**src/db_pkg.sv**
```systemverilog
`default_nettype none

package db_pkg;

    // Packet type codes
    localparam logic [3:0] FTYPE_DOORBELL = 4'hA;
    localparam logic [3:0] FTYPE_NWRITE = 4'h5;
    localparam logic [3:0] TTYPE_NWRITE = 4'h4;

    // Doorbell info codes
    localparam logic [15:0] DB_INFO_READY = 16'h0100;
    localparam logic [15:0] DB_INFO_BUSY = 16'h01FF;
    localparam logic [15:0] DB_INFO_SELF_CHECK = 16'h0101;
    localparam logic [15:0] DB_INFO_INTEG_BASE = 16'h0200;

    // Source ID carried by every valid target response
    localparam logic [15:0] TARGET_RESP_ID = 16'h00F0;

    // Region 1 starts at 1 MiB
    localparam logic [33:0] REGION_STRIDE = 34'h0_0010_0000;
    localparam logic [1:0] DB_PRIO = 2'h1;

    // Sizes
    localparam int TIMEOUT_CYCLES = 1024;
    localparam int TMO_W = $clog2(TIMEOUT_CYCLES);
    localparam int FIFO_DEPTH = 512;
    localparam int FIFO_AW = $clog2(FIFO_DEPTH);
    localparam int DATA_W = 64;
    localparam int KEEP_W = 8;
    localparam int TUSER_W = 32;

    typedef enum logic [2:0] {
        CS_IDLE    = 3'd0,
        CS_SC_REQ  = 3'd1,
        CS_SC_WAIT = 3'd2,
        CS_NW_HDR  = 3'd3,
        CS_NW_PAY  = 3'd4,
        CS_IN_REQ  = 3'd5,
        CS_IN_WAIT = 3'd6
    } ctrl_state_e;

    typedef enum logic [1:0] {
        BK_SC_DB   = 2'd0,
        BK_IN_DB   = 2'd1,
        BK_NW_HDR  = 2'd2,
        BK_PAYLOAD = 2'd3
    } beat_kind_e;

    typedef enum logic [1:0] {
        ERR_NONE      = 2'd0,
        ERR_SC_NORESP = 2'd1,
        ERR_IN_NORESP = 2'd2
    } err_type_e;

    // On the first beat data[7:0] is the byte count minus one
    typedef struct packed {
        logic              first;
        logic              last;
        logic [KEEP_W-1:0] keep;
        logic [DATA_W-1:0] data;
    } user_beat_t;

    typedef struct packed {
        logic [DATA_W-1:0]  data;
        logic [KEEP_W-1:0]  keep;
        logic               last;
        logic [TUSER_W-1:0] tuser;
    } ireq_beat_t;

    typedef struct packed {
        logic        ready;
        logic        busy;
        logic        info_valid;
        logic [15:0] info;
    } resp_event_t;

    // Integrity doorbell info, 0x0201 for region 0 and 0x0200 for region 1
    function automatic logic [15:0] integ_info(input logic region);
        return DB_INFO_INTEG_BASE + {15'd0, ~region};
    endfunction

endpackage

`default_nettype wire

```
**src/ireq_framer.sv**
```systemverilog
`timescale 1ns/1ps
`default_nettype none

module ireq_framer
    import db_pkg::*;
(
    input  wire         log_clk,
    input  wire         log_rst,

    input  beat_kind_e  kind_i,
    input  wire         frame_req_i,
    input  wire         region_i,
    input  wire [15:0]  src_id_i,
    input  wire [15:0]  des_id_i,

    input  user_beat_t  beat_i,
    input  wire         beat_valid_i,
    output logic        beat_pop_o,
    output logic        frame_done_o,

    output logic        ireq_tvalid_o,
    input  wire         ireq_tready_i,
    output ireq_beat_t  ireq_beat_o
);

    ireq_beat_t next_beat;
    logic [15:0] db_info;
    logic [33:0] hdr_addr;
    logic can_load;
    logic db_sel;
    logic hdr_sel;
    logic pay_sel;
    logic drop;
    logic load;
    logic load_end;
    // Held beat closes the current request
    logic out_end;
    // Final beat of the current request has been loaded
    logic issued;

    assign can_load = !ireq_tvalid_o || ireq_tready_i;

    assign db_info = (kind_i == BK_SC_DB) ? DB_INFO_SELF_CHECK : integ_info(region_i);
    assign hdr_addr = region_i ? REGION_STRIDE : 34'd0;

    always_comb begin
        db_sel = 1'b0;
        hdr_sel = 1'b0;
        pay_sel = 1'b0;
        drop = 1'b0;
        next_beat.data = beat_i.data;
        next_beat.keep = beat_i.keep;
        next_beat.last = beat_i.last;
        next_beat.tuser = {src_id_i, des_id_i};
        if (frame_req_i && !issued) begin
            case (kind_i)
                BK_SC_DB, BK_IN_DB: begin
                    db_sel = can_load;
                    next_beat.data = {8'h00, FTYPE_DOORBELL, 4'h0, 1'b0, DB_PRIO, 1'b0,
                                      12'h000, db_info, 16'h0000};
                    next_beat.keep = '1;
                    next_beat.last = 1'b1;
                end
                BK_NW_HDR: begin
                    // A stray non-first beat at the head is thrown away
                    hdr_sel = beat_valid_i && beat_i.first && can_load;
                    drop = beat_valid_i && !beat_i.first;
                    next_beat.data = {7'd0, region_i, FTYPE_NWRITE, TTYPE_NWRITE, 1'b0,
                                      DB_PRIO, 1'b0, beat_i.data[7:0], 2'b00, hdr_addr};
                    next_beat.keep = '1;
                    next_beat.last = 1'b0;
                end
                default: begin
                    pay_sel = beat_valid_i && can_load;
                end
            endcase
        end
    end

    assign load = db_sel || hdr_sel || pay_sel;
    assign load_end = db_sel || hdr_sel || (pay_sel && beat_i.last);

    // Header consumes the first user beat
    assign beat_pop_o = hdr_sel || pay_sel || drop;
    assign frame_done_o = ireq_tvalid_o && ireq_tready_i && out_end;

    always_ff @(posedge log_clk or posedge log_rst) begin
        if (log_rst) begin
            ireq_tvalid_o <= 1'b0;
            out_end <= 1'b0;
            issued <= 1'b0;
        end else begin
            if (load) begin
                ireq_tvalid_o <= 1'b1;
                out_end <= load_end;
            end else if (ireq_tready_i) begin
                ireq_tvalid_o <= 1'b0;
                out_end <= 1'b0;
            end
            if (frame_done_o) begin
                issued <= 1'b0;
            end else if (load_end) begin
                issued <= 1'b1;
            end
        end
    end

    always_ff @(posedge log_clk) begin
        if (load) begin
            ireq_beat_o <= next_beat;
        end
    end

endmodule

`default_nettype wire

```
**config.mk**
```make
export PLATFORM = sky130hd
export DESIGN_NAME = ireq_framer
export DESIGN_NICKNAME = d
export VERILOG_FILES = /design/src/db_pkg.sv /design/src/ireq_framer.sv
export SDC_FILE = /design/constraint.sdc
export NUM_CORES = 1
export LEC_CHECK = 0
export BUFFER_PORTS_ARGS = -buffer_cell sky130_fd_sc_hd__buf_2
export CORE_MARGIN = 2
export CORE_UTILIZATION = 44
export CTS_BUF_LIST = sky130_fd_sc_hd__clkbuf_16
export DETAILED_ROUTE_END_ITERATION = 6
export MAX_ROUTING_LAYER = met4
export PLACE_DENSITY = 0.79
export SLEW_MARGIN = 15
export SYNTH_ARGS = -nofsm -noshare
export SYNTH_HDL_FRONTEND = slang
export SYNTH_SLANG_ARGS = --single-unit
```
**constraint.sdc**
```tcl
create_clock -name log_clk -period 8.22 [get_ports log_clk]
set_input_delay 0.822 -clock log_clk [delete_from_list [all_inputs] [get_ports log_clk]]
set_output_delay 0.822 -clock log_clk [all_outputs]
set_load 0.02 [all_outputs]
```
Word-level counts from Yosys, hierarchy flattened
Cells that the tools add are included.
{ "totals": {"memories": 0, "rom_bits": 0, "ramBits": 0, "latchBits": 0, "reg_bits": 108} }
{ "classes": {"add_sub_neg": 1, "div": 0, "shift": 0, "eq_ne": 2, "n_reduce_logical": 22, "bitwise": 1, "magnitude_cmp": 0, "n_mux": 17, "n_mul": 0} }
{ "ops": {"columns": ["cell", "count"], "rows": [
  ["$pmux 73 s2", 1],
  ["$mux 73", 1],
  ["$mux 21", 1],
  ["$mux 1", 13],
  ["$add 10x1->11 const A", 1],
  ["$mux 11", 1],
  ["$logic_and 1x1->1", 8],
  ["$logic_or 1x1->1", 6],
  ["$reduce_bool 2->1", 2],
  ["$logic_not 1->1", 3],
  ["$reduce_or 3->1", 1],
  ["$eq 2x1->1 const B", 1],
  ["$eq 2x2->1 const B", 1],
  ["$logic_not 2->1", 1],
  ["$reduce_or 2->1", 1],
  ["$not 1->1", 1]
]} }

Logic depth before layout (Yosys ltp)
{ "logic_depth": {"depth_word": 9, "mapped_depth": 6, "ltp_nobuf": 3} }

Worst setup path after synthesis
OpenSTA, ideal clock, no wires.
{ "synth_path": {"path_type": "in2reg", "startpoint": "input port kind_i[0]", "endpoint": "register ireq_beat_o[0] (netlist bit) (enable)", "setup_slack_ns": 1.306, "required_time_ns": 7.616, "t_arrival_ns": 6.310, "cell_stages": 4, "n_path_buf": 1, "setup_ns": 0.604, "cell_sequence": "buf_2 -> o21a_1 -> o21ai_0 -> a21oi_1"} }
{ "synth_between": {"elab_chain_len": 6, "elab_cells_between_ends": 13} }
{ "synth_rtl": {"columns": ["element", "line_no", "source"], "rows": [
  ["from (decl)", "ireq_framer.sv:10", "input beat_kind_e kind_i,"],
  ["$eq 2x1->1 / $logic_not 2->1 (equally long branches)", "ireq_framer.sv:56", "case (kind_i)"],
  ["$reduce_or 2->1", "ireq_framer.sv:56", null],
  ["$mux 1", "ireq_framer.sv:56", null],
  ["$mux 1", "ireq_framer.sv:55", "if (frame_req_i && !issued) begin"],
  ["$logic_or 1x1->1", "ireq_framer.sv:80", "assign load = db_sel || hdr_sel || pay_sel;"],
  ["$logic_or 1x1->1 (*)", "ireq_framer.sv:80", null],
  ["net load", "ireq_framer.sv:34", "logic load;"],
  ["to (signal assigned)", "ireq_framer.sv:110", "ireq_beat_o <= next_beat;"],
  ["to (decl)", "ireq_framer.sv:23", "output ireq_beat_t ireq_beat_o"]
]} }
The timed path passes the listed nets; every way through them passes the cells marked *.
A chain may end at the register's enable or synchronous reset.

Worst setup path after layout
{ "layout_path": {"startpoint": "input port frame_req_i", "endpoint": "register ireq_beat_o[10] (netlist bit) (enable)"} }
{ "layout_between": {"elab_chain_len": 4, "elab_cells_between_ends": 6} }
{ "layout_rtl": {"columns": ["element", "line_no", "source"], "rows": [
  ["from (decl)", "ireq_framer.sv:11", "input wire frame_req_i,"],
  ["$logic_and 1x1->1 (*)", "ireq_framer.sv:55", null],
  ["$mux 1", "ireq_framer.sv:55", null],
  ["$logic_or 1x1->1", "ireq_framer.sv:80", null],
  ["$logic_or 1x1->1 (*)", "ireq_framer.sv:80", null],
  ["net load", "ireq_framer.sv:34", null]
]} }
Marked as above.

==> summary.md <==
| Metric | Value |
|---|---|
| # setup viols final | 0 |
| Synth Area in Simple Gates | 11.83% |
| Fmax | about 350 MHz |
| Largest family of logic cells by synthesized area | simple AND/OR/NAND/NOR gates |
| Multiplexer area fraction after synthesis | 0.2817% |
| Initial antenna violation count | 0 |
| Cts hold-fix bufs | 0 |
| I/O Pins | about 220 |
| Initial DRC count | around 150 |
| Sequential share of the synthesized area | 80.75% |
| Final Util | 62.82% |
| Pre-antenna DRT Iters | 4 |
| Clock transition at path regs | approximately 0.07 ns |
| Post-CTS Setup Inserts | 0 |
| Layout cells sized above 1 | between 50% and 60% |
| Top delay family on crit path | buffers and inverters |
| Dpl hpwl | between 6000 and 7000 µm |
| Synthesis Warnings | 0 |
| Worst r2r path cells | 5 |
| Maxcap violations | 0 |
| Design area | 5505 µm² |
| Cells after Synth | between 200 and 250 |
| # placed instances | 547 |
| Critical Path Source Type | input port |
| Num Clock Sinks | 108 |
| CTS tree | yes |
| Pre-CTS setup slack | 5.006 ns |
| R2R Path End | ireq_beat_o[10] |
| Largest net degree at the start of global routing | 67 |
| Synth Cell Area | 3998 µm² |
| Grt ovf | 0 |
| Post-Synth Adder-Cell Area | 0% |
| Fillers | approximately 660 |
| Vias in the first global route | 2654 |
| Final net count | 564 |
| CTS Buffer Depth | 2 |
| H-tree depth | 3 |
| Rel. slew slack | a little over half |
| Setup CP Type | input port to flop |
| Global-route wire length before repair | 13640 µm |
| GPL Wtd Cong | 0.8367 |
| Final hold vios | 0 |
| Setup WS post-layout | between 5 and 6 ns |
| Biggest cell delay along the critical path | 0.66 ns |
| Final Routed Wirelength | 9203 µm |
| R2r startpoint | issued |
| Site row count | 34 |
| Worst EP required | 8.19 ns |
| Vias per std cell | 4.812 |
| Post_cts resized | 0 |
| Diode count | 0 |
| Area after DPL | 5209 µm² |
| Die Y | 99.32 µm |
| Total Routing Usage GR | 18.74% |
| Final worst-path cycle share | 35.10% |
| Hold_ws | 0.3458 ns |
| Netlist cell types | 27 |
| Most used cell, CP | buf_4 |
| CTS buffer count | 9 |
| Synthesized flop and latch total | around 110 |
| Worst EP arrival | 2.86 ns |
| Post-synthesis xor/xnor area fraction | 0% |
| Clock insertion delay at the later pin of the skew report | between 0.3 and 0.4 ns |
| Mapped Nets | 337 |
| Fin Setup TNS | 0 ns |
| Worst-margin pin slew | 0.6739 ns |
| Cell area power density | 248.1 nW/µm² |
| Synth-to-Final Area Change | 37.72% |
| Root Buffer | clkbuf_16 |
| Post-Layout Cell Count | 563 |
| RSZ-0062 raised after global routing | no |
| Routed Antenna Nets | 0 |
| Vias | roughly 2700 |
| Kind of end point of the critical path | flop |
| Syn Area/Cell | approximately 18 µm² |
| Die X | around 99 µm |
| Core Box Area | 8763 µm² |
| Status | complete, no violations |
| Starting Density | 45.62% |
| Fin crit period | 2.885 ns |
| Die area | 9863 µm² |
| Port bufs | 221 |
| DRC viols | 0 |
| Buf/Inv on CP | 3 |
| Total power | 1.366 mW |
| Pleak | 2.333 nW |
| Crit-path slowest cell | buf_4 |
| Clk_skew | 0.006142 ns |
| Worst reg2reg setup slack | 5.50 ns |
| Worst-path cell chain | buf_2, nor2b_4, o21ai_0, a21oi_4, buf_4, buf_4 |
| Worst min-delay path class | input port to async pin |
| DR WL/cell | 16.35 µm |
| Final Max Tran Viols | 0 |
| Synth Area in Compound Gates | under 10% |
| Crit-path max FO | 53 |
| Max VDD drop | about 0.13 mV |
## registers in the layout (all words and copies together) (netlist names)
signal         cells
ireq_beat_o      105
ireq_tvalid_o      1
issued             1
out_end            1
## Yosys cell counts (all sizes together)
master | count | area [µm²]
a211oi | 2 | 15.01
a21o | 3 | 22.52
a21oi | 1 | 5.000
a22o | 12 | 105.1
and2 | 45 | 281.5
and3 | 1 | 6.260
buf | 8 | 71.31
dfrtp | 3 | 75.07
edfxtp | 105 | 3153
inv | 4 | 15.01
mux2 | 1 | 11.26
nand2 | 5 | 18.77
nand2b | 11 | 76.32
nand4b | 1 | 8.760
nor2 | 10 | 37.54
nor2b | 1 | 13.76
nor3 | 1 | 10.01
nor3b | 2 | 20.02
o2111a | 1 | 11.26
o21a | 1 | 7.510
o21ai | 4 | 23.77
o311ai | 1 | 8.760
## worst max-delay path by stage
stage,end,startpoint,cells past startpoint,slack [ns]
after floorplan,ireq_beat_o[0],kind_i[0],4,1.31
after global placement,ireq_beat_o[61],frame_req_i,6,5.13
after detailed placement,ireq_beat_o[104],frame_req_i,6,5.01
after CTS,ireq_beat_o[79],frame_req_i,6,5.37
after global routing,ireq_beat_o[79],frame_req_i,6,5.22
final,ireq_beat_o[10],frame_req_i,6,5.33
## logic make-up after synthesis
family / Yosys count
multiplexers: 1
AND/OR/NAND/NOR: 77
AO/OA/AOI/OAI: 25
buffers and inverters: 12
flip-flops: 108
## layout make-up
cell class	count	area [µm²]	area share, %
flip-flops and latches	108	3228	58.64
repair buffers	224	1129	20.50
multi-input cells	103	701.9	12.75
clock buffers	9	225.2	4.091
well taps	108	135.1	2.455
clock inverters	7	71.32	1.295
inverters	4	15.01	0.2727
## layer usage
| metal | vias to the layer above | global-route usage (%) | wire [µm] |
|---|---|---|---|
| met3 | 12 | 4.638 | 669 |
| li1 | 1279 | - | - |
| met2 | 126 | 33.32 | 4936 |
| met1 | 1292 | 20.43 | 3462 |
| met4 | 0 | 6.639 | 134 |
| met5 | - | - | 0 |
## placed cells by master (no fill, tap or decap), drive strengths merged
master,count
a211oi,2
a21o,3
a21oi,1
a22o,12
and2,45
and3,1
buf,224
clkbuf,9
clkinv,5
dfrtp,3
edfxtp,105
inv,6
mux2,1
nand2,5
nand2b,11
nand4b,1
nor2,10
nor2b,1
nor3,1
nor3b,2
o2111a,1
o21a,1
o21ai,4
o311ai,1
## report_power, final
part	total (mW)	switching (mW)	internal (mW)
combinational	0.248	0.160	0.0886
clock	0.412	0.199	0.213
sequential	0.706	0.0201	0.685
(Power assumes the default switching activity.)
