$ cat src/db_pkg.sv
`default_nettype none

package db_pkg;

    // Packet type codes
    localparam logic [3:0] FTYPE_DOORBELL = 4'hA;
    localparam logic [3:0] FTYPE_NWRITE = 4'h5;
    localparam logic [3:0] TTYPE_NWRITE = 4'h4;

    // Doorbell info codes
    localparam logic [15:0] DB_INFO_READY = 16'h0100;
    localparam logic [15:0] DB_INFO_BUSY = 16'h01FF;
    localparam logic [15:0] DB_INFO_SELF_CHECK = 16'h0101;
    localparam logic [15:0] DB_INFO_INTEG_BASE = 16'h0200;

    // Source ID carried by every valid target response
    localparam logic [15:0] TARGET_RESP_ID = 16'h00F0;

    // Region 1 starts at 1 MiB
    localparam logic [33:0] REGION_STRIDE = 34'h0_0010_0000;
    localparam logic [1:0] DB_PRIO = 2'h1;

    // Sizes
    localparam int TIMEOUT_CYCLES = 1024;
    localparam int TMO_W = $clog2(TIMEOUT_CYCLES);
    localparam int FIFO_DEPTH = 512;
    localparam int FIFO_AW = $clog2(FIFO_DEPTH);
    localparam int DATA_W = 64;
    localparam int KEEP_W = 8;
    localparam int TUSER_W = 32;

    typedef enum logic [2:0] {
        CS_IDLE    = 3'd0,
        CS_SC_REQ  = 3'd1,
        CS_SC_WAIT = 3'd2,
        CS_NW_HDR  = 3'd3,
        CS_NW_PAY  = 3'd4,
        CS_IN_REQ  = 3'd5,
        CS_IN_WAIT = 3'd6
    } ctrl_state_e;

    typedef enum logic [1:0] {
        BK_SC_DB   = 2'd0,
        BK_IN_DB   = 2'd1,
        BK_NW_HDR  = 2'd2,
        BK_PAYLOAD = 2'd3
    } beat_kind_e;

    typedef enum logic [1:0] {
        ERR_NONE      = 2'd0,
        ERR_SC_NORESP = 2'd1,
        ERR_IN_NORESP = 2'd2
    } err_type_e;

    // On the first beat data[7:0] is the byte count minus one
    typedef struct packed {
        logic              first;
        logic              last;
        logic [KEEP_W-1:0] keep;
        logic [DATA_W-1:0] data;
    } user_beat_t;

    typedef struct packed {
        logic [DATA_W-1:0]  data;
        logic [KEEP_W-1:0]  keep;
        logic               last;
        logic [TUSER_W-1:0] tuser;
    } ireq_beat_t;

    typedef struct packed {
        logic        ready;
        logic        busy;
        logic        info_valid;
        logic [15:0] info;
    } resp_event_t;

    // Integrity doorbell info, 0x0201 for region 0 and 0x0200 for region 1
    function automatic logic [15:0] integ_info(input logic region);
        return DB_INFO_INTEG_BASE + {15'd0, ~region};
    endfunction

endpackage

`default_nettype wire

$ cat src/resp_monitor.sv
`timescale 1ns/1ps
`default_nettype none

module resp_monitor
    import db_pkg::*;
(
    input  wire               log_clk,
    input  wire               log_rst,

    input  wire               iresp_tvalid_i,
    input  wire [DATA_W-1:0]  iresp_tdata_i,
    input  wire [TUSER_W-1:0] iresp_tuser_i,

    input  wire               wait_i,
    output resp_event_t       event_o,
    output logic              timeout_o
);

    logic [3:0] resp_ftype;
    logic [15:0] resp_info;
    logic [15:0] resp_src_id;
    logic match;
    logic ready_q;
    logic busy_q;
    logic info_valid_q;
    logic [15:0] info_q;
    logic [TMO_W-1:0] tmo_cnt;

    // Response header fields
    assign resp_ftype = iresp_tdata_i[55:52];
    assign resp_info = iresp_tdata_i[31:16];
    assign resp_src_id = iresp_tuser_i[31:16];

    // Only doorbells from the target count
    assign match = iresp_tvalid_i && (resp_ftype == FTYPE_DOORBELL) &&
                   (resp_src_id == TARGET_RESP_ID);

    always_ff @(posedge log_clk or posedge log_rst) begin
        if (log_rst) begin
            ready_q <= 1'b0;
            busy_q <= 1'b0;
            info_valid_q <= 1'b0;
        end else begin
            ready_q <= match && (resp_info == DB_INFO_READY);
            busy_q <= match && (resp_info == DB_INFO_BUSY);
            info_valid_q <= match;
        end
    end

    always_ff @(posedge log_clk) begin
        info_q <= resp_info;
    end

    assign event_o.ready = ready_q;
    assign event_o.busy = busy_q;
    assign event_o.info_valid = info_valid_q;
    assign event_o.info = info_q;

    // Counts wait cycles, cleared whenever the wait ends
    always_ff @(posedge log_clk or posedge log_rst) begin
        if (log_rst) begin
            tmo_cnt <= '0;
        end else if (wait_i) begin
            tmo_cnt <= tmo_cnt + 1'b1;
        end else begin
            tmo_cnt <= '0;
        end
    end

    assign timeout_o = wait_i && (tmo_cnt == TMO_W'(TIMEOUT_CYCLES - 1));

endmodule

`default_nettype wire

$ cat config.mk
export PLATFORM = sky130hd
export DESIGN_NAME = resp_monitor
export DESIGN_NICKNAME = d
export VERILOG_FILES = /design/src/db_pkg.sv /design/src/resp_monitor.sv
export SDC_FILE = /design/constraint.sdc
export NUM_CORES = 1
export LEC_CHECK = 0
export BUFFER_PORTS_ARGS = -buffer_cell sky130_fd_sc_hd__buf_2
export CAP_MARGIN = 20
export CORE_MARGIN = 2
export CORE_UTILIZATION = 32
export CTS_BUF_LIST = sky130_fd_sc_hd__clkbuf_16
export DETAILED_ROUTE_END_ITERATION = 10
export HOLD_SLACK_MARGIN = 0.05
export PLACE_DENSITY = 0.78
export SYNTH_ARGS = -nofsm -noshare
export SYNTH_HDL_FRONTEND = slang
export SYNTH_SLANG_ARGS = --single-unit
$ cat constraint.sdc
create_clock -name log_clk -period 1.55 [get_ports log_clk]
set_input_delay 0.31 -clock log_clk [delete_from_list [all_inputs] [get_ports log_clk]]
set_output_delay 0.31 -clock log_clk [all_outputs]
set_load 0.1 [all_outputs]
## Word-level counts from Yosys, hierarchy flattened

Index checks and enable logic that the tools add are counted.

- Output and inout bits: 20
- Bits in registers: 29
- Logic and storage cells: 17

- Add/subtract/negate cells: 1
- Mux-type cells: 1
- Equality and inequality tests: 5
- Reductions and logical operators: 5

Operators with widths:

| kind | number |
|---|---|
| 16-bit by 9-bit equality test with 1-bit output, second input constant | 2 |
| 16-bit by 8-bit equality test with 1-bit output, second input constant | 1 |
| 10-bit by 1-bit adder with 10-bit output, second input constant | 1 |
| 10-bit equality test, second input constant | 1 |
| 10-bit two-way mux | 1 |
| 1-bit logical AND | 5 |
| 4-bit equality test, second input constant | 1 |

## Longest topological paths before layout

Gate-level depths: netlist of run 1.

- Depth in word-level cells: 4
- Gate-level depth with buffers: 4

## Worst setup path after synthesis of run 1

OpenSTA, ideal clock, no wires.

- Kind: register to output
- Start point: register tmo_cnt[0]
- End point: output port timeout_o
- Path buffers: 0
- Arrival: 2.822 ns
- Slack: -1.582 ns
- Stages on the path, launching flop included: 4
- Cells stage by stage: dfrtp_1 > ha_1 > nand4_1 > nor3_1

- Cells in the longest elaborated chain, start to end: 2

Ends and longest elaborated chain:

| what | line | RTL |
|---|---|---|
| start: declaration | resp_monitor.sv:27 | `logic [TMO_W-1:0] tmo_cnt;` |
| start signal: assignment | resp_monitor.sv:64 | `tmo_cnt <= tmo_cnt + 1'b1;` |
| 10-bit equality test | resp_monitor.sv:70 | `assign timeout_o = wait_i && (tmo_cnt == TMO_W'(TIMEOUT_CYCLES - 1));` |
| 1-bit logical AND | resp_monitor.sv:70 |  |
| end: declaration | resp_monitor.sv:16 | `output logic timeout_o` |

No other way between the ends.

## Worst setup path after layout of run 1

- Start point: register tmo_cnt[1]
- End point: output port timeout_o

The elaborated chain is that of the path after synthesis.

==> flow_summary.ini, run 1 <==
[timing]
final_max_slew_viol_count = 0
rsz0062_at_grt = true
skew_ns = 0.00164
hold_viol = 0
timing.fmax_ghz = 0.561
worst_slew_pin_slew_ns = 0.490
setup_viol = 2
setup_ws_ns = -0.234
maxSlewHeadroom = 0.676
period_needed_ns = 1.78
period_share = 1.15
fin_tns_setup_ns = -0.247

[die]
die_y_um = 60
io_pins = 120
row_count = 20
coreArea_um2 = 3030
die_area_um2 = 3600
initial_core_util = 0.331
die_width_um = 60

[logic_synthesis]
synth_compound_area_frac = 0.0549
synthMuxAreaShare = 0
synth.most_common_cell = dfxtp_1
synth_adder_area_share = 0.0125
synth-main-ff-cell = dfxtp_1
synth_xor_area_frac = 0.0262
ys_types = 26
netlist_area_um2 = 1000
async_flop_share = 0.448
synth_simple_gate_area_frac = 0.229
post_synth_inst_count = 88
syn_avg_cell_area_um2 = 11.4
seq_area_frac_synth = 0.643
synth_area_leader_cell = dfrtp_1
synth_top_cell_area_share = 0.324
synth_edf_count = 0
synth_seq_cells = 29
synth_nets = 189
synth.top_cells.by_area = dfrtp_1 (32%), dfxtp_1 (32%), nor4_1 (3.7%)
synth_common_cells = dfxtp_1 (16), dfrtp_1 (13), nor4_1 (6)
synth_top_family_by_area = simple AND/OR/NAND/NOR gates
synth-warning-count = 0

[grt]
grt_pass1_vias = 878
grt_antenna_before_repair = 0
grt_overflow = 0
grt_first_pass_wirelength_mm = 3.66
grt_max_degree = 14
grt.total_usage = 0.148

[drt]
drtAntennaViolNets = 0
dr.first_iter.drc_count = 49
wl_per_cell_um = 11.5
drt_wl_total_mm = 2.33
drc_errors = 0
viasPerCell = 4.65
drt_first_pass_iters = 4
vias = 939

[worst_setup_path]
crit_path_top_delay_cell = dfrtp_1
cp-end-kind = output pin
cp_max_fo = 3
cp.required_ns = 1.24
r2r_cells = 6
start_kind = flip-flop
setup.worst_path.class = reg2out
cp_slowest_stage_delay_ns = 0.37
cp_cell_sequence = ha_2 -> nand4_1 -> nor3_4 -> buf_12
crit_arrival_ns = 1.47

[power_and_ir_drop]
power.density_nw_per_um2 = 1240
p_switching_w = 0.000502
vdd_ir_drop_max_v = 0.000946
p_leak_nw = 0.744
power_frac_seq = 0.412
switching_share = 0.261
p_int_w = 0.00142
power.total_w = 0.00192
p_comb_frac = 0.146
pwr-share-clk = 0.442

[place]
dpl-instance-area_um2 = 1380
port_buffers = 59
dp_cells = 191
place_congestion = 0.731
hpwlAfterDp_mm = 1.89

[clocking]
cts_root_buf = clkbuf_16
numCtsBuffers = 5
insertion_delay_ns = 0.27
ctsHoldBuffers = 0
cts_tree = yes
cts.sink_count = 29
htree_levels = 2
clk_path_buf_depth = 2
cts.clk_slew.worst_paths_ns = 0.04

[worst_hold_path]
hold_path.class = in2async

[cells_and_area]
final_util = 0.513
fin_area_um2 = 1550
final_cells = 202
diodes = 0
areaGrowthSynthToFinish_pct = 54.7
nets = 258
drive_gt1_frac = 0.481

[run]
cap_viol_max_count = 0

[run_status]
violations = negative setup slack
outcome = complete, but fails checks
[final cells by class]
type / instances / area (um^2)
inverter: 3 / 11.3
clock inverter: 3 / 11.3
sequential: 29 / 646
timing repair buffer: 65 / 359
fill: 280 / 1480
clock buffer: 5 / 125
multi-input combinational: 53 / 345
tap: 44 / 55.1
[power by group through the flow]
stage | registers (W) | logic (W) | clock network, W
6_report | 0.000793 | 0.000280 | 0.000851
5_1_grt | 0.000794 | 0.000296 | 0.000928
4_1_cts | 0.000793 | 0.000277 | 0.000880
3_5_place_dp | 0.000806 | 0.000277 | 0
3_3_place_gp | 0.000804 | 0.000272 | 0
2_1_floorplan | 0.000967 | 0.0000260 | 0
[final timing paths]
check	from	end	slack, ns
max	tmo_cnt[1]	timeout_o	-0.23
min	log_rst	info_valid_q	0.06
max reg2reg	tmo_cnt[1]	tmo_cnt[6]	-0.01
min reg2reg	tmo_cnt[0]	tmo_cnt[0]	0.55
max in group asynchronous	log_rst	tmo_cnt[7]	1.17
min in group log_clk	iresp_tdata_i[24]	info_q[8]	0.15
[cells in the final DEF (no fill, tap or decap), types with 2 or more instances in the layout]
cell / netlist / routed
inv_1: 2 / 5
or3_1: 2 / 2
a21oi_1: 5 / 3
buf_4: 3 / 5
a21oi_2: 0 / 2
xor2_1: 2 / 2
nor3_1: 3 / 2
or4_1: 2 / 2
nand2_1: 5 / 5
nand3_1: 4 / 4
nor4_1: 6 / 6
dfxtp_1: 16 / 16
o31ai_1: 2 / 2
buf_2: 0 / 58
clkbuf_16: 0 / 5
nor2_1: 5 / 5
dfrtp_1: 13 / 13
o21ai_0: 3 / 3
nand4_1: 5 / 5
[metrics by stage]
stage / setup slack [ns] / hold slack (ns)
after floorplan: -0.301 / 0.187
after global placement: 0.102 / 0.344
after detailed placement: 0.0544 / 0.364
after CTS: -0.217 / 0.0785
after global routing: -0.288 / 0.113
final: -0.234 / 0.0574
[logic make-up after synthesis]
kind of cell    count (synthesis)
fa+ha+maj                       1
flops                          29
compound gates                 10
buf+inv                         6
simple gates                   39
xor+xnor                        3
[worst max-delay path: cells and delay by family (launching register included)]
family        cells  cell delay (ns)
fa+ha+maj         1             0.20
buf+inv           1             0.20
flops             1             0.37
simple gates      2             0.44
[per-layer routing]
| metal | GRT usage | vias to the layer above | part of all wire |
|---|---|---|---|
| li1 | - | 459 | - |
| met1 | 0.152 | 429 | 0.39 |
| met2 | 0.244 | 44 | 0.50 |
| met3 | 0.0714 | 7 | 0.075 |
| met4 | 0.0857 | 0 | 0.029 |
| met5 | 0 | - | 0 |
[timing repair]
item / in CTS / in global routing
cloned: 0 / 0
setup endpoints to repair: 1 / 2
gates resized for setup: 0 / 3
buffers inserted: 0 / 3
pin swaps: 0 / 3
[registers in the layout, indices dropped and copies added (netlist names)]
register and cells:
ready_q 1, tmo_cnt 10, info_q 16, info_valid_q 1, busy_q 1
Power figures use the tool's default switching activity.
==> inputs of run 2 (changes only) <==
- BUFFER_PORTS_ARGS: -buffer_cell sky130_fd_sc_hd__buf_2 -> unset
- CORE_UTILIZATION: 32 -> 50
- DONT_BUFFER_PORTS: unset -> 1
- PLACE_DENSITY: 0.78 -> unset
==> run 2 against run 1 <==
  * The run still ends with negative setup slack left
  * Global-route usage grew 3.9 points
  * Total power decreased by 1.2%
  * Sequential power about the same
  * Routed wire length decreased by 14%
  * Critical path depth stayed put
  * Clock-buffer cell count unchanged
  * Utilization increased by 20 points
  * Critical endpoint unchanged
==> flow_summary.ini, run 2 (synthesis results as in run 1) <==
[cells_and_area]
drive_gt1_frac = 0.288
multi_input_area_um2 = 338
final_util = 0.712
largest_registers = info_q x16, tmo_cnt x10
most-common-layout-cells = buf_4 (23), dfxtp_1 (16), dfrtp_1 (13)
areaGrowthSynthToFinish_pct = 36.4
diodes = 0
regArea_um2 = 646
max_flop_register = info_q
final_common_cell = buf_4
nFillCells = 145
largest_register_ffs = 16
nets = 218

[grt]
grt_first_pass_wirelength_mm = 3.20
grt.total_usage = 0.188
grt_overflow = 0
grt_pass1_vias = 799
grt_antenna_before_repair = 0
grt_max_degree = 14

[place]
port_buffers = 0
hpwlAfterDp_mm = 1.52
place_congestion = 0.725
dp_slack_ns = 0.105

[drt]
vias = 775
drt_wl_total_mm = 1.99
viasPerCell = 5.34
drc_errors = 0
dr.first_iter.drc_count = 4
drtAntennaViolNets = 0
wl_per_cell_um = 13.8
drt_first_pass_iters = 4

[power_and_ir_drop]
power.total_w = 0.00190
p_leak_nw = 0.589
p_comb_frac = 0.126
vdd_ir_drop_max_v = 0.000999
p_switching_w = 0.000495
switching_share = 0.260
pwr-share-clk = 0.457
power.density_nw_per_um2 = 1390
power_frac_seq = 0.417
p_int_w = 0.00141

[timing]
setup_viol = 1
skew_ns = 0.00118
hold_viol = 0
worst_slew_pin_slew_ns = 0.483
setup_ws_ns = -0.166
rsz0062_at_grt = true
final_max_slew_viol_count = 0
period_needed_ns = 1.72
period_share = 1.11
fin_tns_setup_ns = -0.166
maxSlewHeadroom = 0.678
timing.fmax_ghz = 0.583
holdWs_ns = 0.0668

[worst_hold_path]
hold_path.class = in2reg
whs_path_depth = 0

[worst_setup_path]
crit_start = tmo_cnt[1]
r2r_cells = 5
crit_arrival_ns = 1.41
cp-endpoint = timeout_o
timing.rr.end = tmo_cnt[6]
setup.worst_path.class = reg2out
r2r_slack_ns = 0.12
r2r-start = tmo_cnt[1]
cp.required_ns = 1.24
start_kind = flip-flop
cp-end-kind = output pin
cp_max_fo = 3

[die]
initial_core_util = 0.522
coreArea_um2 = 1920
die_area_um2 = 2380
io_pins = 120
row_count = 16
die_y_um = 48.8
die_width_um = 48.8

[clocking]
cts_root_buf = clkbuf_16
post_cts_buffers = 0
htree_levels = 2
cts.clk_slew.worst_paths_ns = 0.05
numCtsBuffers = 5
cts.sink_count = 29
clk_path_buf_depth = 2
cts_tree = yes
insertion_delay_ns = 0.26

[run_status]
violations = negative setup slack
outcome = complete, but fails checks

[run]
cap_viol_max_count = 0
[run 2: changes by cell type in the layout (fill, tap and decap cells not counted), sizes merged]
cell | before | now
buf | 65 | 24
inv | 5 | 2
dlygate4sd3 | 0 | 1
clkinv | 1 | 4
[run 2: cell type report]
cell class / instances / share of cell area
Inverter: 3 / 0.00823
Sequential cell: 29 / 0.472
Clock inverter: 3 / 0.00914
Timing Repair Buffer: 25 / 0.148
Multi-Input combinational cell: 53 / 0.247
Clock buffer: 5 / 0.0914
Tap cell: 27 / 0.0247
[run 2: power by group through the flow]
stage / registers, W / clock network [W] / logic [W]
after floorplan: 0.000967 / 0 / 0.0000260
after global placement: 0.000805 / 0 / 0.000238
after detailed placement: 0.000806 / 0 / 0.000240
after CTS: 0.000793 / 0.000889 / 0.000242
after global routing: 0.000795 / 0.000936 / 0.000249
final: 0.000792 / 0.000869 / 0.000240
[run 2: worst min-delay path by stage]
stage	from	to	slack [ns]
6_report	iresp_tdata_i[19]	info_q[3]	0.07
5_1_grt	iresp_tdata_i[21]	info_q[5]	0.05
4_1_cts	iresp_tdata_i[19]	info_q[3]	0.06
3_5_place_dp	log_rst	tmo_cnt[3]	0.25
3_3_place_gp	log_rst	tmo_cnt[3]	0.25
2_1_floorplan	log_rst	busy_q	0.19
[run 2: metal layers]
metal  share of wire  track usage  up-vias
met5               0            0        -
met4           0.011        0.129        0
met3           0.085       0.0675        2
met2            0.58        0.326       40
met1            0.32        0.184      358
li1                -            -      375
[run 2: timing repair]
| item | 4_1_cts | 5_1_grt |
|---|---|---|
| endpoints found under the hold margin | 13 | 0 |
| hold buffers | 1 | 0 |
| endpoints found under the setup margin | 1 | 1 |
| cloned | 0 | 0 |
| gates resized for setup | 0 | 0 |
[run 2: metrics by stage]
stage / area, um^2 / std cells
final: 1370 / 145
after global routing: 1370 / 145
after CTS: 1370 / 145
after detailed placement: 1220 / 136
after global placement: 1220 / 136
after floorplan: 1020 / 88
[run 2: critical path, stage by stage (launching register included)]
cell	delay, ns
dfrtp_1	0.35
ha_2	0.19
nand4_1	0.18
nor3_4	0.21
buf_12	0.20
==> inputs of run 3 (changes only) <==
- ABC_AREA: unset -> 0
- clock period: 1.55 -> 2.2 ns (I/O delays scaled with it)
==> run 3 against run 2 <==
  * The flow now finishes without violations
  * Worst hold slack gained 0.016 ns
  * Critical endpoint unchanged
  * Utilization shrank 2.9 points
  * Highest routed layer unchanged
  * Routed wire length up 2.5%
  * First-iteration DRC count rose to 3.3 times the previous value
==> flow_summary.ini, run 3 (synthesis results as in run 1) <==
[run_status]
outcome = finished, final reports clean

[drt]
drt_wl_total_mm = 2.04
wl_per_cell_um = 14.6
viasPerCell = 5.61
drc_errors = 0
dr.first_iter.drc_count = 13
drtAntennaViolNets = 0
vias = 786
drt_first_pass_iters = 4

[power_and_ir_drop]
power.density_nw_per_um2 = 1010
p_leak_nw = 0.569
vdd_ir_drop_max_v = 0.000784

[clocking]
clk_path_buf_depth = 2
insertion_delay_ns = 0.27
htree_levels = 2
cts_tree = yes
ctsHoldBuffers = 0
post_cts_buffers = 0
cts.clk_slew.worst_paths_ns = 0.05
cts.sink_count = 29
cts_root_buf = clkbuf_16
numCtsBuffers = 5
cts_resized = 0

[die]
coreArea_um2 = 1920
die_y_um = 48.8
row_count = 16
die_width_um = 48.8
die_area_um2 = 2380
initial_core_util = 0.522
io_pins = 120

[timing]
rsz0062_at_grt = false
timing.fmax_ghz = 0.474
hold_viol = 0
skew_ns = 0.0106
maxSlewHeadroom = 0.666
holdWs_ns = 0.0824
fin_tns_setup_ns = 0
final_max_slew_viol_count = 0
period_share = 0.960
period_needed_ns = 2.11
setup_viol = 0
worst_slew_pin_slew_ns = 0.500

[worst_setup_path]
crit_arrival_ns = 1.67
cp_max_fo = 5
cp.required_ns = 1.76
cp-end-kind = output pin
start_kind = flip-flop
setup.worst_path.class = reg2out

[grt]
grt.total_usage = 0.190
grt_first_pass_wirelength_mm = 3.27
grt_antenna_before_repair = 0
grt_max_degree = 14
grt_overflow = 0
grt_pass1_vias = 813

[cells_and_area]
nets = 213
most-common-layout-cells = buf_4 (20), dfxtp_1 (16), dfrtp_1 (13)
largest_register_ffs = 16
multi_input_area_um2 = 335
drive_gt1_frac = 0.248
nFillCells = 161
diodes = 0
regArea_um2 = 646
largest_registers = info_q x16, tmo_cnt x10
max_flop_register = info_q
final_common_cell = buf_4
areaGrowthSynthToFinish_pct = 30.8

[run]
cap_viol_max_count = 0

[place]
hpwlAfterDp_mm = 1.60
port_buffers = 0
place_congestion = 0.782

[worst_hold_path]
hold_path.class = in2async
## run 3: path summary, 6_finish.rpt
check / startpoint / to / slack [ns] / cells after the start
setup / recovery: tmo_cnt[0] / timeout_o / 0.09 / 4
hold / removal: log_rst / tmo_cnt[7] / 0.08 / 1
setup reg to reg: tmo_cnt[0] / tmo_cnt[8] / 0.71 / 4
hold reg to reg: tmo_cnt[0] / tmo_cnt[0] / 0.48 / 1
max in group asynchronous: log_rst / tmo_cnt[4] / 1.77 / 1
min in group log_clk: iresp_tdata_i[29] / info_q[13] / 0.19 / 0
## run 3: critical path, stage by stage (launching register included)
cell     delay [ns]
dfrtp_1        0.39
ha_1           0.22
nand4_1        0.25
nor3_4         0.24
buf_4          0.31
## run 3: layout make-up
| type | count | share of cell area |
|---|---|---|
| clock buffers | 5 | 0.0953 |
| flip-flops and latches | 29 | 0.492 |
| clock inverters | 3 | 0.00858 |
| multi-input cells | 53 | 0.255 |
| inverters | 3 | 0.00858 |
| well taps | 27 | 0.0257 |
| repair buffers | 20 | 0.114 |
## run 3: report_power, final
part           internal [W]  total [W]  switching [W]
logic             0.0000280   0.000161       0.000133
clock network      0.000403   0.000602       0.000199
registers          0.000551   0.000560     0.00000895
total              0.000982    0.00132       0.000340
## run 3: per-layer routing
| metal | routed length [um] | GRT usage | vias to the layer above |
|---|---|---|---|
| met4 | 36 | 0.114 | 0 |
| met2 | 1130 | 0.345 | 49 |
| li1 | - | - | 368 |
| met5 | 0 | 0 | - |
| met3 | 188 | 0.0859 | 6 |
| met1 | 684 | 0.170 | 363 |
## run 3: through the flow
step / std cells / utilization / power (W) / worst slack, ns / cell area (um^2)
after floorplan: 88 / - / 0.000700 / 0.144 / 1010
after global placement: 132 / 0.612 / 0.000729 / 0.396 / 1180
after CTS: 140 / 0.683 / 0.00134 / 0.0833 / 1310
after global routing: 140 / 0.683 / 0.00137 / 0.00891 / 1310
final: 140 / 0.683 / 0.00132 / 0.0882 / 1310
after detailed placement: 132 / 0.612 / 0.000730 / 0.373 / 1180
